`config.mk`:
```
export PLATFORM = sky130hd
export DESIGN_NAME = fpu_ctl
export DESIGN_NICKNAME = d
export VERILOG_FILES = /design/src/fpu_ctl_pkg.sv /design/src/fpu_ctl.sv /design/src/fpu_ctl_decode.sv /design/src/fpu_pass_cnt.sv /design/src/fpu_state_seq.sv /design/src/fpu_strobe_gen.sv
export SDC_FILE = /design/constraint.sdc
export NUM_CORES = 1
export LEC_CHECK = 0
export BUFFER_PORTS_ARGS = -buffer_cell sky130_fd_sc_hd__buf_2
export CORE_MARGIN = 4
export CORE_UTILIZATION = 35
export DETAILED_ROUTE_END_ITERATION = 8
export GPL_TIMING_DRIVEN = 0
export HOLD_SLACK_MARGIN = 0.15
export MAX_ROUTING_LAYER = met4
export PLACE_DENSITY_LB_ADDON = 0.15
export SLEW_MARGIN = 20
export SYNTH_ARGS = -nofsm -noshare
export SYNTH_HDL_FRONTEND = slang
export SYNTH_SLANG_ARGS = --single-unit
export TNS_END_PERCENT = 5
```
`constraint.sdc`:
```
create_clock -name got_fp -period 2.02 [get_ports got_fp]
set_input_delay 0.404 -clock got_fp [delete_from_list [all_inputs] [get_ports got_fp]]
set_output_delay 0.404 -clock got_fp [all_outputs]
set_load 0.05 [all_outputs]
```
`src/fpu_ctl_pkg.sv`:
```
/*
	FPU control shared definitions
	operation codes, sequencer phases and counter widths
*/
`default_nettype none

package fpu_ctl_pkg;

	// operation code from the CPU side
	typedef logic [2:0] fpu_op_t;

	localparam fpu_op_t OP_ADD = 3'd0;
	localparam fpu_op_t OP_SUB = 3'd1;
	localparam fpu_op_t OP_MUL = 3'd2;
	localparam fpu_op_t OP_DIV = 3'd3;
	localparam fpu_op_t OP_NRM = 3'd4;

	// sequencer phase
	typedef enum logic [3:0] {
		S_IDLE  = 4'd0,
		S_READ  = 4'd1,
		S_ALIGN = 4'd2,
		S_ARITH = 4'd3,
		S_LOOP  = 4'd4,
		S_NORM  = 4'd5,
		S_ZERO  = 4'd6,
		S_END   = 4'd7
	} fpu_state_e;

	// lpa is bit 0, lpb is bit 1
	typedef logic [1:0] pass_cnt_t;

	// phase counter inside one state
	typedef logic [3:0] tick_cnt_t;

	// multiply and divide always take this many loop passes
	localparam int LOOP_PASSES = 4;

	// upper bound on normalization passes
	localparam int NORM_PASSES_MAX = 8;

endpackage

`default_nettype wire

```
`src/fpu_ctl.sv`:
```
/*
	FPU control sequencer
	strobe timing, state flip-flops, pass counter and output decode
*/
`timescale 1ns/1ps
`default_nettype none

module fpu_ctl #(
	parameter int STROBE_TICKS = 6
) (
	input  wire                       got_fp,
	input  wire                       _0_f_,
	input  wire                       efp,
	input  wire fpu_ctl_pkg::fpu_op_t op,
	input  wire                       nz,
	input  wire                       ok,
	output logic                      busy,
	output logic                      ekc,
	output logic                      clock_ta,
	output logic                      clock_tb,
	output logic                      clock_m,
	output logic                      shift_r,
	output logic                      add_en,
	output logic                      sub_en,
	output logic                      clr_t,
	output logic                      clr_zp,
	output logic                      rd_fp
);

	fpu_ctl_pkg::fpu_state_e state;
	fpu_ctl_pkg::fpu_op_t    op_q;
	fpu_ctl_pkg::pass_cnt_t  pass;
	logic                    run;
	logic                    strob1;
	logic                    strob2;
	logic                    adv;
	logic                    pass_clr;
	logic                    pass_step;
	logic                    pass_last;

	fpu_strobe_gen #(
		.STROBE_TICKS(STROBE_TICKS)
	) u_strobe (
		.got_fp(got_fp),
		._0_f_ (_0_f_),
		.run   (run),
		.strob1(strob1),
		.strob2(strob2),
		.adv   (adv)
	);

	fpu_state_seq u_seq (
		.got_fp   (got_fp),
		._0_f_    (_0_f_),
		.efp      (efp),
		.op       (op),
		.nz       (nz),
		.ok       (ok),
		.adv      (adv),
		.pass_last(pass_last),
		.state    (state),
		.op_q     (op_q),
		.run      (run),
		.busy     (busy),
		.ekc      (ekc),
		.pass_clr (pass_clr),
		.pass_step(pass_step)
	);

	fpu_pass_cnt u_pass (
		.got_fp   (got_fp),
		._0_f_    (_0_f_),
		.pass_clr (pass_clr),
		.pass_step(pass_step),
		.pass     (pass),
		.pass_last(pass_last)
	);

	fpu_ctl_decode u_decode (
		.state   (state),
		.op_q    (op_q),
		.pass    (pass),
		.strob1  (strob1),
		.strob2  (strob2),
		.clock_ta(clock_ta),
		.clock_tb(clock_tb),
		.clock_m (clock_m),
		.shift_r (shift_r),
		.add_en  (add_en),
		.sub_en  (sub_en),
		.clr_t   (clr_t),
		.clr_zp  (clr_zp),
		.rd_fp   (rd_fp)
	);

endmodule

`default_nettype wire

```
`src/fpu_ctl_decode.sv`:
```
/*
	FPU control decode
	datapath load, shift and clear pulses from phase, pass count and strobes
*/
`timescale 1ns/1ps
`default_nettype none

module fpu_ctl_decode (
	input  wire fpu_ctl_pkg::fpu_state_e state,
	input  wire fpu_ctl_pkg::fpu_op_t    op_q,
	input  wire fpu_ctl_pkg::pass_cnt_t  pass,
	input  wire                          strob1,
	input  wire                          strob2,
	output logic                         clock_ta,
	output logic                         clock_tb,
	output logic                         clock_m,
	output logic                         shift_r,
	output logic                         add_en,
	output logic                         sub_en,
	output logic                         clr_t,
	output logic                         clr_zp,
	output logic                         rd_fp
);

	logic in_read;
	logic in_align;
	logic in_arith;
	logic in_loop;
	logic in_norm;
	logic in_zero;
	logic pass_odd;

	assign in_read  = (state == fpu_ctl_pkg::S_READ);
	assign in_align = (state == fpu_ctl_pkg::S_ALIGN);
	assign in_arith = (state == fpu_ctl_pkg::S_ARITH);
	assign in_loop  = (state == fpu_ctl_pkg::S_LOOP);
	assign in_norm  = (state == fpu_ctl_pkg::S_NORM);
	assign in_zero  = (state == fpu_ctl_pkg::S_ZERO);

	// lpa set
	assign pass_odd = pass[0];

	// strob1 phase loads
	assign rd_fp    = strob1 && in_read;
	assign clock_ta = strob1 && in_align;
	assign clock_tb = strob1 && in_loop;
	assign clock_m  = strob1 && in_norm;

	// add for ADD and MUL, subtract for SUB and DIV
	assign add_en = strob1 &&
		((in_arith && (op_q == fpu_ctl_pkg::OP_ADD)) ||
		 (in_loop && (op_q == fpu_ctl_pkg::OP_MUL)));
	assign sub_en = strob1 &&
		((in_arith && (op_q == fpu_ctl_pkg::OP_SUB)) ||
		 (in_loop && (op_q == fpu_ctl_pkg::OP_DIV)));

	// strob2 phase shifts and clears
	assign shift_r = strob2 && (in_align || (in_loop && pass_odd));
	assign clr_t   = strob2 && in_read;
	assign clr_zp  = strob2 && in_zero;

endmodule

`default_nettype wire

```
`src/fpu_pass_cnt.sv`:
```
/*
	FPU pass counter
	lpa/lpb count of multiply and divide loop passes
*/
`timescale 1ns/1ps
`default_nettype none

module fpu_pass_cnt (
	input  wire                    got_fp,
	input  wire                    _0_f_,
	input  wire                    pass_clr,
	input  wire                    pass_step,
	output fpu_ctl_pkg::pass_cnt_t pass,
	output logic                   pass_last
);

	localparam fpu_ctl_pkg::pass_cnt_t PASS_LAST =
		fpu_ctl_pkg::pass_cnt_t'(fpu_ctl_pkg::LOOP_PASSES - 1);

	// wraps from 3 back to 0 on the final step
	always_ff @(posedge got_fp or negedge _0_f_) begin
		if (!_0_f_) begin
			pass <= '0;
		end else if (pass_clr) begin
			pass <= '0;
		end else if (pass_step) begin
			pass <= pass + fpu_ctl_pkg::pass_cnt_t'(1);
		end
	end

	// fourth pass is running
	assign pass_last = (pass == PASS_LAST);

endmodule

`default_nettype wire

```
`src/fpu_state_seq.sv`:
```
/*
	FPU state sequencer
	holds the operation phase and picks the next one from op code and flags
*/
`timescale 1ns/1ps
`default_nettype none

module fpu_state_seq (
	input  wire                     got_fp,
	input  wire                     _0_f_,
	input  wire                     efp,
	input  wire fpu_ctl_pkg::fpu_op_t op,
	input  wire                     nz,
	input  wire                     ok,
	input  wire                     adv,
	input  wire                     pass_last,
	output fpu_ctl_pkg::fpu_state_e state,
	output fpu_ctl_pkg::fpu_op_t    op_q,
	output logic                    run,
	output logic                    busy,
	output logic                    ekc,
	output logic                    pass_clr,
	output logic                    pass_step
);

	localparam int NORM_W = $clog2(fpu_ctl_pkg::NORM_PASSES_MAX);
	localparam logic [NORM_W-1:0] NORM_LAST = NORM_W'(fpu_ctl_pkg::NORM_PASSES_MAX - 1);

	fpu_ctl_pkg::fpu_state_e next_state;
	logic [NORM_W-1:0]       norm_cnt;
	logic                    norm_done;

	// stop on a normalized mantissa or after the last allowed pass
	assign norm_done = ok || (norm_cnt == NORM_LAST);

	always_comb begin
		next_state = state;
		case (state)
			fpu_ctl_pkg::S_IDLE: begin
				if (efp) begin
					next_state = fpu_ctl_pkg::S_READ;
				end
			end
			fpu_ctl_pkg::S_READ: begin
				if (!nz) begin
					next_state = fpu_ctl_pkg::S_ZERO;
				end else begin
					case (op_q)
						fpu_ctl_pkg::OP_ADD, fpu_ctl_pkg::OP_SUB: next_state = fpu_ctl_pkg::S_ALIGN;
						fpu_ctl_pkg::OP_MUL, fpu_ctl_pkg::OP_DIV: next_state = fpu_ctl_pkg::S_LOOP;
						fpu_ctl_pkg::OP_NRM: next_state = fpu_ctl_pkg::S_NORM;
						default: next_state = fpu_ctl_pkg::S_END;
					endcase
				end
			end
			fpu_ctl_pkg::S_ALIGN: next_state = fpu_ctl_pkg::S_ARITH;
			fpu_ctl_pkg::S_ARITH: next_state = fpu_ctl_pkg::S_NORM;
			fpu_ctl_pkg::S_LOOP: begin
				if (pass_last) begin
					next_state = fpu_ctl_pkg::S_NORM;
				end
			end
			fpu_ctl_pkg::S_NORM: begin
				if (norm_done) begin
					next_state = fpu_ctl_pkg::S_END;
				end
			end
			fpu_ctl_pkg::S_ZERO: next_state = fpu_ctl_pkg::S_END;
			fpu_ctl_pkg::S_END:  next_state = fpu_ctl_pkg::S_IDLE;
			default: next_state = fpu_ctl_pkg::S_IDLE;
		endcase
	end

	// start leaves idle at once, every later step waits for adv
	always_ff @(posedge got_fp or negedge _0_f_) begin
		if (!_0_f_) begin
			state <= fpu_ctl_pkg::S_IDLE;
		end else if (adv || (state == fpu_ctl_pkg::S_IDLE)) begin
			state <= next_state;
		end
	end

	// op code taken only from an accepted start
	always_ff @(posedge got_fp) begin
		if ((state == fpu_ctl_pkg::S_IDLE) && efp) begin
			op_q <= op;
		end
	end

	always_ff @(posedge got_fp or negedge _0_f_) begin
		if (!_0_f_) begin
			norm_cnt <= '0;
		end else if (state != fpu_ctl_pkg::S_NORM) begin
			norm_cnt <= '0;
		end else if (adv) begin
			norm_cnt <= norm_cnt + NORM_W'(1);
		end
	end

	assign busy = (state != fpu_ctl_pkg::S_IDLE);
	assign run  = busy;
	assign ekc  = adv && (state == fpu_ctl_pkg::S_END);

	// lpa/lpb control
	assign pass_clr  = adv && (state == fpu_ctl_pkg::S_READ) && (next_state == fpu_ctl_pkg::S_LOOP);
	assign pass_step = adv && (state == fpu_ctl_pkg::S_LOOP);

endmodule

`default_nettype wire

```
`src/fpu_strobe_gen.sv`:
```
/*
	FPU strobe generator
	synchronous phase counter giving strob1, strob2 and the advance tick
*/
`timescale 1ns/1ps
`default_nettype none

module fpu_strobe_gen #(
	parameter int STROBE_TICKS = 6
) (
	input  wire  got_fp,
	input  wire  _0_f_,
	input  wire  run,
	output logic strob1,
	output logic strob2,
	output logic adv
);

	localparam fpu_ctl_pkg::tick_cnt_t TICK_S1  = fpu_ctl_pkg::tick_cnt_t'(1);
	localparam fpu_ctl_pkg::tick_cnt_t TICK_S2  = fpu_ctl_pkg::tick_cnt_t'(STROBE_TICKS - 2);
	localparam fpu_ctl_pkg::tick_cnt_t TICK_ADV = fpu_ctl_pkg::tick_cnt_t'(STROBE_TICKS - 1);

	fpu_ctl_pkg::tick_cnt_t tick;

	// one pass of the counter spans one sequencer state
	always_ff @(posedge got_fp or negedge _0_f_) begin
		if (!_0_f_) begin
			tick <= '0;
		end else if (!run || adv) begin
			tick <= '0;
		end else begin
			tick <= tick + fpu_ctl_pkg::tick_cnt_t'(1);
		end
	end

	// register clock phase
	assign strob1 = run && (tick == TICK_S1);

	// clear and settle phase, late in the state
	assign strob2 = run && (tick == TICK_S2);

	// last tick, state flip-flops step here
	assign adv = run && (tick == TICK_ADV);

endmodule

`default_nettype wire

```
======== After elaboration in Yosys (flattened, before gate mapping) ========
Cells that the tools add are included.
cells by class
  add/subtract/negate cells ............... 3
  $mul .................................... 0
  divide/modulo/power cells ............... 0
  magnitude comparators ................... 0
  equality and inequality tests ........... 18
  shifts and indexed selects .............. 0
  mux-type cells .......................... 11
  bitwise operators ....................... 0
  reductions and logical operators ........ 36
operators by type and width
  operator             number
  $eq 4x3->1 const B   7
  $pmux 4 s7           1
  $logic_and 1x1->1    22
  $mux 4               5
  $pmux 3 s3           1
  $eq 4x1->1 const B   2
  $eq 4x2->1 const B   2
  $eq 3x2->1 const B   2
  $eq 3x3->1 const B   2
  $logic_or 1x1->1     6
  $mux 3               2
  $add 4x1->4 const B  1
  $logic_not 4->1      1
  $mux 2               2
  $ne 4x3->1 const B   1
  $reduce_bool 2->1    2
  $reduce_bool 4->1    1
  $reduce_or 2->1      2
  $add 3x1->3 const B  1
  $eq 3x1->1 const B   1
  $logic_not 3->1      1
  $add 2x1->2 const B  1
  $eq 2x2->1 const B   1
  $logic_not 1->1      1
word-level totals
  flip-flop bits (word level) ............. 16
  bits in latches ......................... 0
  bits in writable memories ............... 0
  ROM bits ................................ 0
  bits of input ports ..................... 8
  output and inout port bits .............. 11
  logic and storage cells ................. 73
  memories kept ........................... 0

======== Logic depth before layout (Yosys ltp) ========
  depth after elaboration ................. 8
  gate-level depth with buffers ........... 7
  mapped depth without buffers ............ 6

======== Hierarchy ========
From an unflattened synthesis, not the netlist that was laid out.
second synthesis, totals
  cells, all modules ...................... 106
  area, all modules ....................... 1038.5 um^2
by module, submodules not included
  module          instances  cells each  area an instance (um^2)  sequential area each (um^2)
  fpu_state_seq   1          57          579.3                    265.3
  fpu_strobe_gen  1          24          245.2                    100.1
  fpu_ctl_decode  1          18          125.1                    0.0
  fpu_pass_cnt    1          7           88.8                     50.0

======== Worst setup path after synthesis ========
No wires, ideal clock.
  path kind ............................... reg-to-output
  start point ............................. register u_seq.state[3]
  end point ............................... output clr_t
  arrival ................................. 2.062 ns
  required time ........................... 1.616 ns
  path slack .............................. -0.446 ns
  stages on the path, launching flop included .. 5
  path buffers ............................ 1
  cell sequence ........................... dfrtp_1 buf_2 nand2b_1 or3_1 nor3_1
between the ends
  word-level cells in the longest chain between the ends .. 3
  elaborated cells on any way between the ends .. 4
  those cells by class .................... eq/ne: 1; reduce/logical: 3
RTL lines
  what                    line                  text
  from (decl)             fpu_state_seq.sv:17   output fpu_ctl_pkg::fpu_state_e state,
  from (signal assigned)  fpu_state_seq.sv:77   state <= fpu_ctl_pkg::S_IDLE;
  from (signal assigned)  fpu_state_seq.sv:79   state <= next_state;
  $reduce_bool 4->1       fpu_state_seq.sv:100  assign busy = (state != fpu_ctl_pkg::S_IDLE);
  $logic_and 1x1->1       fpu_strobe_gen.sv:40  assign strob2 = run && (tick == TICK_S2);
  $logic_and 1x1->1 *     fpu_ctl_decode.sv:59  assign clr_t = strob2 && in_read;
  to (decl)               fpu_ctl.sv:25         output logic clr_t,
Mark *: on every way between the ends. The rest lies on a longest branch, timed or not.

======== Final worst setup path ========
  start point ............................. register u_strobe.tick[1]
  end point ............................... output clock_tb
between the ends
  word-level cells in the longest chain between the ends .. 3
RTL lines
  what                    line                  text
  from (decl)             fpu_strobe_gen.sv:23  fpu_ctl_pkg::tick_cnt_t tick;
  from (signal assigned)  fpu_strobe_gen.sv:32  tick <= tick + fpu_ctl_pkg::tick_cnt_t'(1);
  $eq 4x1->1              fpu_strobe_gen.sv:37  assign strob1 = run && (tick == TICK_S1);
  $logic_and 1x1->1       fpu_strobe_gen.sv:37
  $logic_and 1x1->1       fpu_ctl_decode.sv:46  assign clock_tb = strob1 && in_loop;
  to (decl)               fpu_ctl.sv:20         output logic clock_tb,
Every way passes these cells.

==> results.toml <==
[floorplanning]
die_x_um = 61.8
rows = 19
start_util_pct = 36.7
pin_count = 19
die_h_um = 61.8
die_area_sq_mm = 0.00382
core_sq_mm = 0.00276

[clocking]
cts_max_level = 1
cts_buffer_depth = 2
cts-root-buf = "clkbuf_4"
clock_latency_ns = 0.28
path_clk_slew_ns = 0.09
cts_inserted_buffers = 3
cts.sinks = 16
cts_tree = "built"

[worst_setup_path]
cpLargestDelayFamily = "simple AND/OR/NAND/NOR gates"
r2r_slack_ns = 0.48
arrival_ns = 2.01
crit_path_start_kind = "flop"
path_buf_inv = 2
endpoint_kind = "output pin"
critPathKind = "reg -> out"
cp_max_fo = 3
worstPathCellList = "inv_2 -> ha_4 -> or3b_4 -> or3_4 -> nor3_4 -> buf_6"
worstPathRequired_ns = 1.62
cpPeakStageDelay_ns = 0.40
crit_slowest_cell = "dfrtp_1"

[sta]
setup_slack_ns = -0.392
fin_crit_sh_pct = 119
hold_viol_final = 0
hold_slack_ns = 0.288
worst_pin_slew_ns = 0.401
finalSetupViolCount = 8
rsz0062_at_grt = "yes"
max-slew-margin-rel_pct = 72.9
finClkSkew_ns = 0.00511
maxSlewViolCount = 0
period_needed_ns = 2.41
max_freq_ghz = 0.415

[logic_synthesis]
synth_top_area_share_pct = 32.1
syn-num-nets = 124
ys.flop_type = "dfrtp_1"
synth-seq-cells = 16
synth_area_per_cell_sq_um = 9.20
syn_area_sq_mm = 0.00101
synth_edf_count = 3
synthArstFlopShare_pct = 81.3
seq_area_frac_synth_pct = 41.0
netlist_top_cells_count = "nor2_1 (21), dfrtp_1 (13), nand2_1 (8)"
yosysWarnings = 0
syn_inst = 110
synth_area_leaders = "dfrtp_1 (32%), edfxtp_1 (8.9%), nor2_1 (7.8%)"
synth_top_area_cell = "dfrtp_1"
synth_cell_types = 38
yosysMostFrequentCell = "nor2_1"

[place]
place_area_sq_mm = 0.00116
hpwl_mm = 1.71
place.gp.congestion = 0.811
port_buffers = 18

[global_route]
antenna_found_initial = 0
first_global_vias = 831
grt_overflow = 0
grt_max_degree = 14
track_usage_pct = 13.4
grt_pass1_wl_mm = 3.67

[power_and_ir_drop]
switchingPower_mw = 0.741
p_leak_nw = 0.575
power_frac_clock_pct = 10.5
netSwitchingFraction_pct = 45.7
power_frac_seq_pct = 32.4
power_density_mw_per_mm2 = 1220
max-vdd-ir-drop_uv = 786
combPwrFrac_pct = 57.2
p_int_mw = 0.881

[final_layout]
final_area_sq_mm = 0.00132
layout.nets = 151
drive_above_1_share_pct = 36.8
diodes = 0
synthToLayoutAreaGrowth_pct = 30.8

[route]
drc_errors = 0
vias = 871
wl_per_cell_um = 13.5
firstDrtPassIters = 4
vias_per_cell = 5.22
ant_nets = 0
drt-total-wl_mm = 2.26
drtIter0Drc = 40

[status]
failed_checks = "setup timing"
outcome = "complete, but fails checks"

[worst_hold_path]
hold_class = "in -> reg"

[run]
cap_violations = 0
-- kinds of logic (layout without fill, tap and decap cells) --
kind of cell	count (synthesis)	count (layout)	synth area share, %
flops	16	16	41.0
fa+ha+maj	6	6	7.42
buf+inv	11	37	5.56
xor+xnor	3	3	2.60
mux	1	1	0.989
compound gates	19	19	11.9
simple gates	54	54	30.5
-- cells in the final DEF, fill, tap and decap left out, types with 2 or more instances in the layout --
| master | count |
|---|---|
| a21oi_1 | 6 |
| a22oi_1 | 2 |
| and2_1 | 2 |
| and3_1 | 2 |
| buf_2 | 9 |
| buf_4 | 6 |
| buf_6 | 10 |
| clkbuf_4 | 4 |
| dfrtp_1 | 12 |
| edfxtp_1 | 3 |
| ha_1 | 5 |
| inv_1 | 5 |
| nand2_1 | 6 |
| nand2_2 | 2 |
| nand3_1 | 2 |
| nor2_1 | 16 |
| nor2_2 | 5 |
| nor2b_1 | 2 |
| nor3_1 | 2 |
| nor3_2 | 2 |
| o21ai_0 | 3 |
| o21ai_1 | 2 |
| o22ai_1 | 2 |
| or3_4 | 2 |
| xor2_1 | 2 |
-- worst register-to-register path, stage by stage, from the launching register on --
cell	delay [ns]
dfrtp_1	0.40
inv_2	0.09
ha_4	0.13
and3b_2	0.17
buf_2	0.17
nand2_1	0.08
a2111oi_2	0.28
nor2_1	0.09
-- metrics by stage --
step / setup TNS, ns / total power, mW / util, % / instances / worst slack (ns)
floorplan: -0.932 / 1.14 / - / 110 / -0.238
global placement: -0.272 / 1.30 / 42.1 / 159 / -0.156
detailed placement: -0.429 / 1.32 / 42.1 / 159 / -0.184
CTS: -1.84 / 1.55 / 45.7 / 166 / -0.401
global route: -2.50 / 1.77 / 48.0 / 167 / -0.460
finish: -1.56 / 1.62 / 48.0 / 167 / -0.392
-- flip-flops by register name, summed over array words and instances (netlist names) --
signal and cells:
u_seq.state 4, u_pass.pass 2, u_seq.op_q 3, u_strobe.tick 4, u_seq.norm_cnt 3
-- worst paths after layout --
check / from / end / cells past startpoint
min in group asynchronous: _0_f_ / u_strobe.tick[1] / 2
min reg2reg: u_strobe.tick[0] / u_strobe.tick[0] / 1
max in group asynchronous: _0_f_ / u_strobe.tick[0] / 2
max: u_strobe.tick[1] / clock_tb / 6
min: op[0] / u_seq.op_q[0] / 1
max reg2reg: u_strobe.tick[1] / u_pass.pass[0] / 7
-- timing repair --
item / 4_1_cts / 5_1_grt
setup buffers: 2 / 1
setup endpoints to repair: 10 / 11
endpoints found under the hold margin: 13 / 0
resized for setup: 17 / 16
pin swaps: 1 / 2
hold buffers: 1 / 0
-- power groups by stage --
stage	combinational, mW	sequential, mW	clock, mW
floorplan	0.642	0.497	0
CTS	0.861	0.510	0.182
finish	0.927	0.525	0.170
detailed placement	0.803	0.520	0
global route	1.02	0.543	0.199
global placement	0.784	0.516	0
-- metal layers --
| layer | up-vias | track usage [%] | wire (um) |
|---|---|---|---|
| li1 | 437 | - | - |
| met1 | 417 | 17.5 | 1060 |
| met2 | 15 | 20.9 | 1120 |
| met3 | 2 | 1.86 | 67 |
| met4 | 0 | 5.45 | 14 |
| met5 | - | - | 0 |
-- final cells by class --
cell class,count,area [sq um]
multi-input combinational,83,599
clock inverter,1,3.75
fill,267,1430
buffer,5,38.8
clock buffer,3,22.5
sequential,16,417
inverter,6,22.5
timing repair buffer,22,181
tap,31,38.8
(Power assumes the default switching activity.)
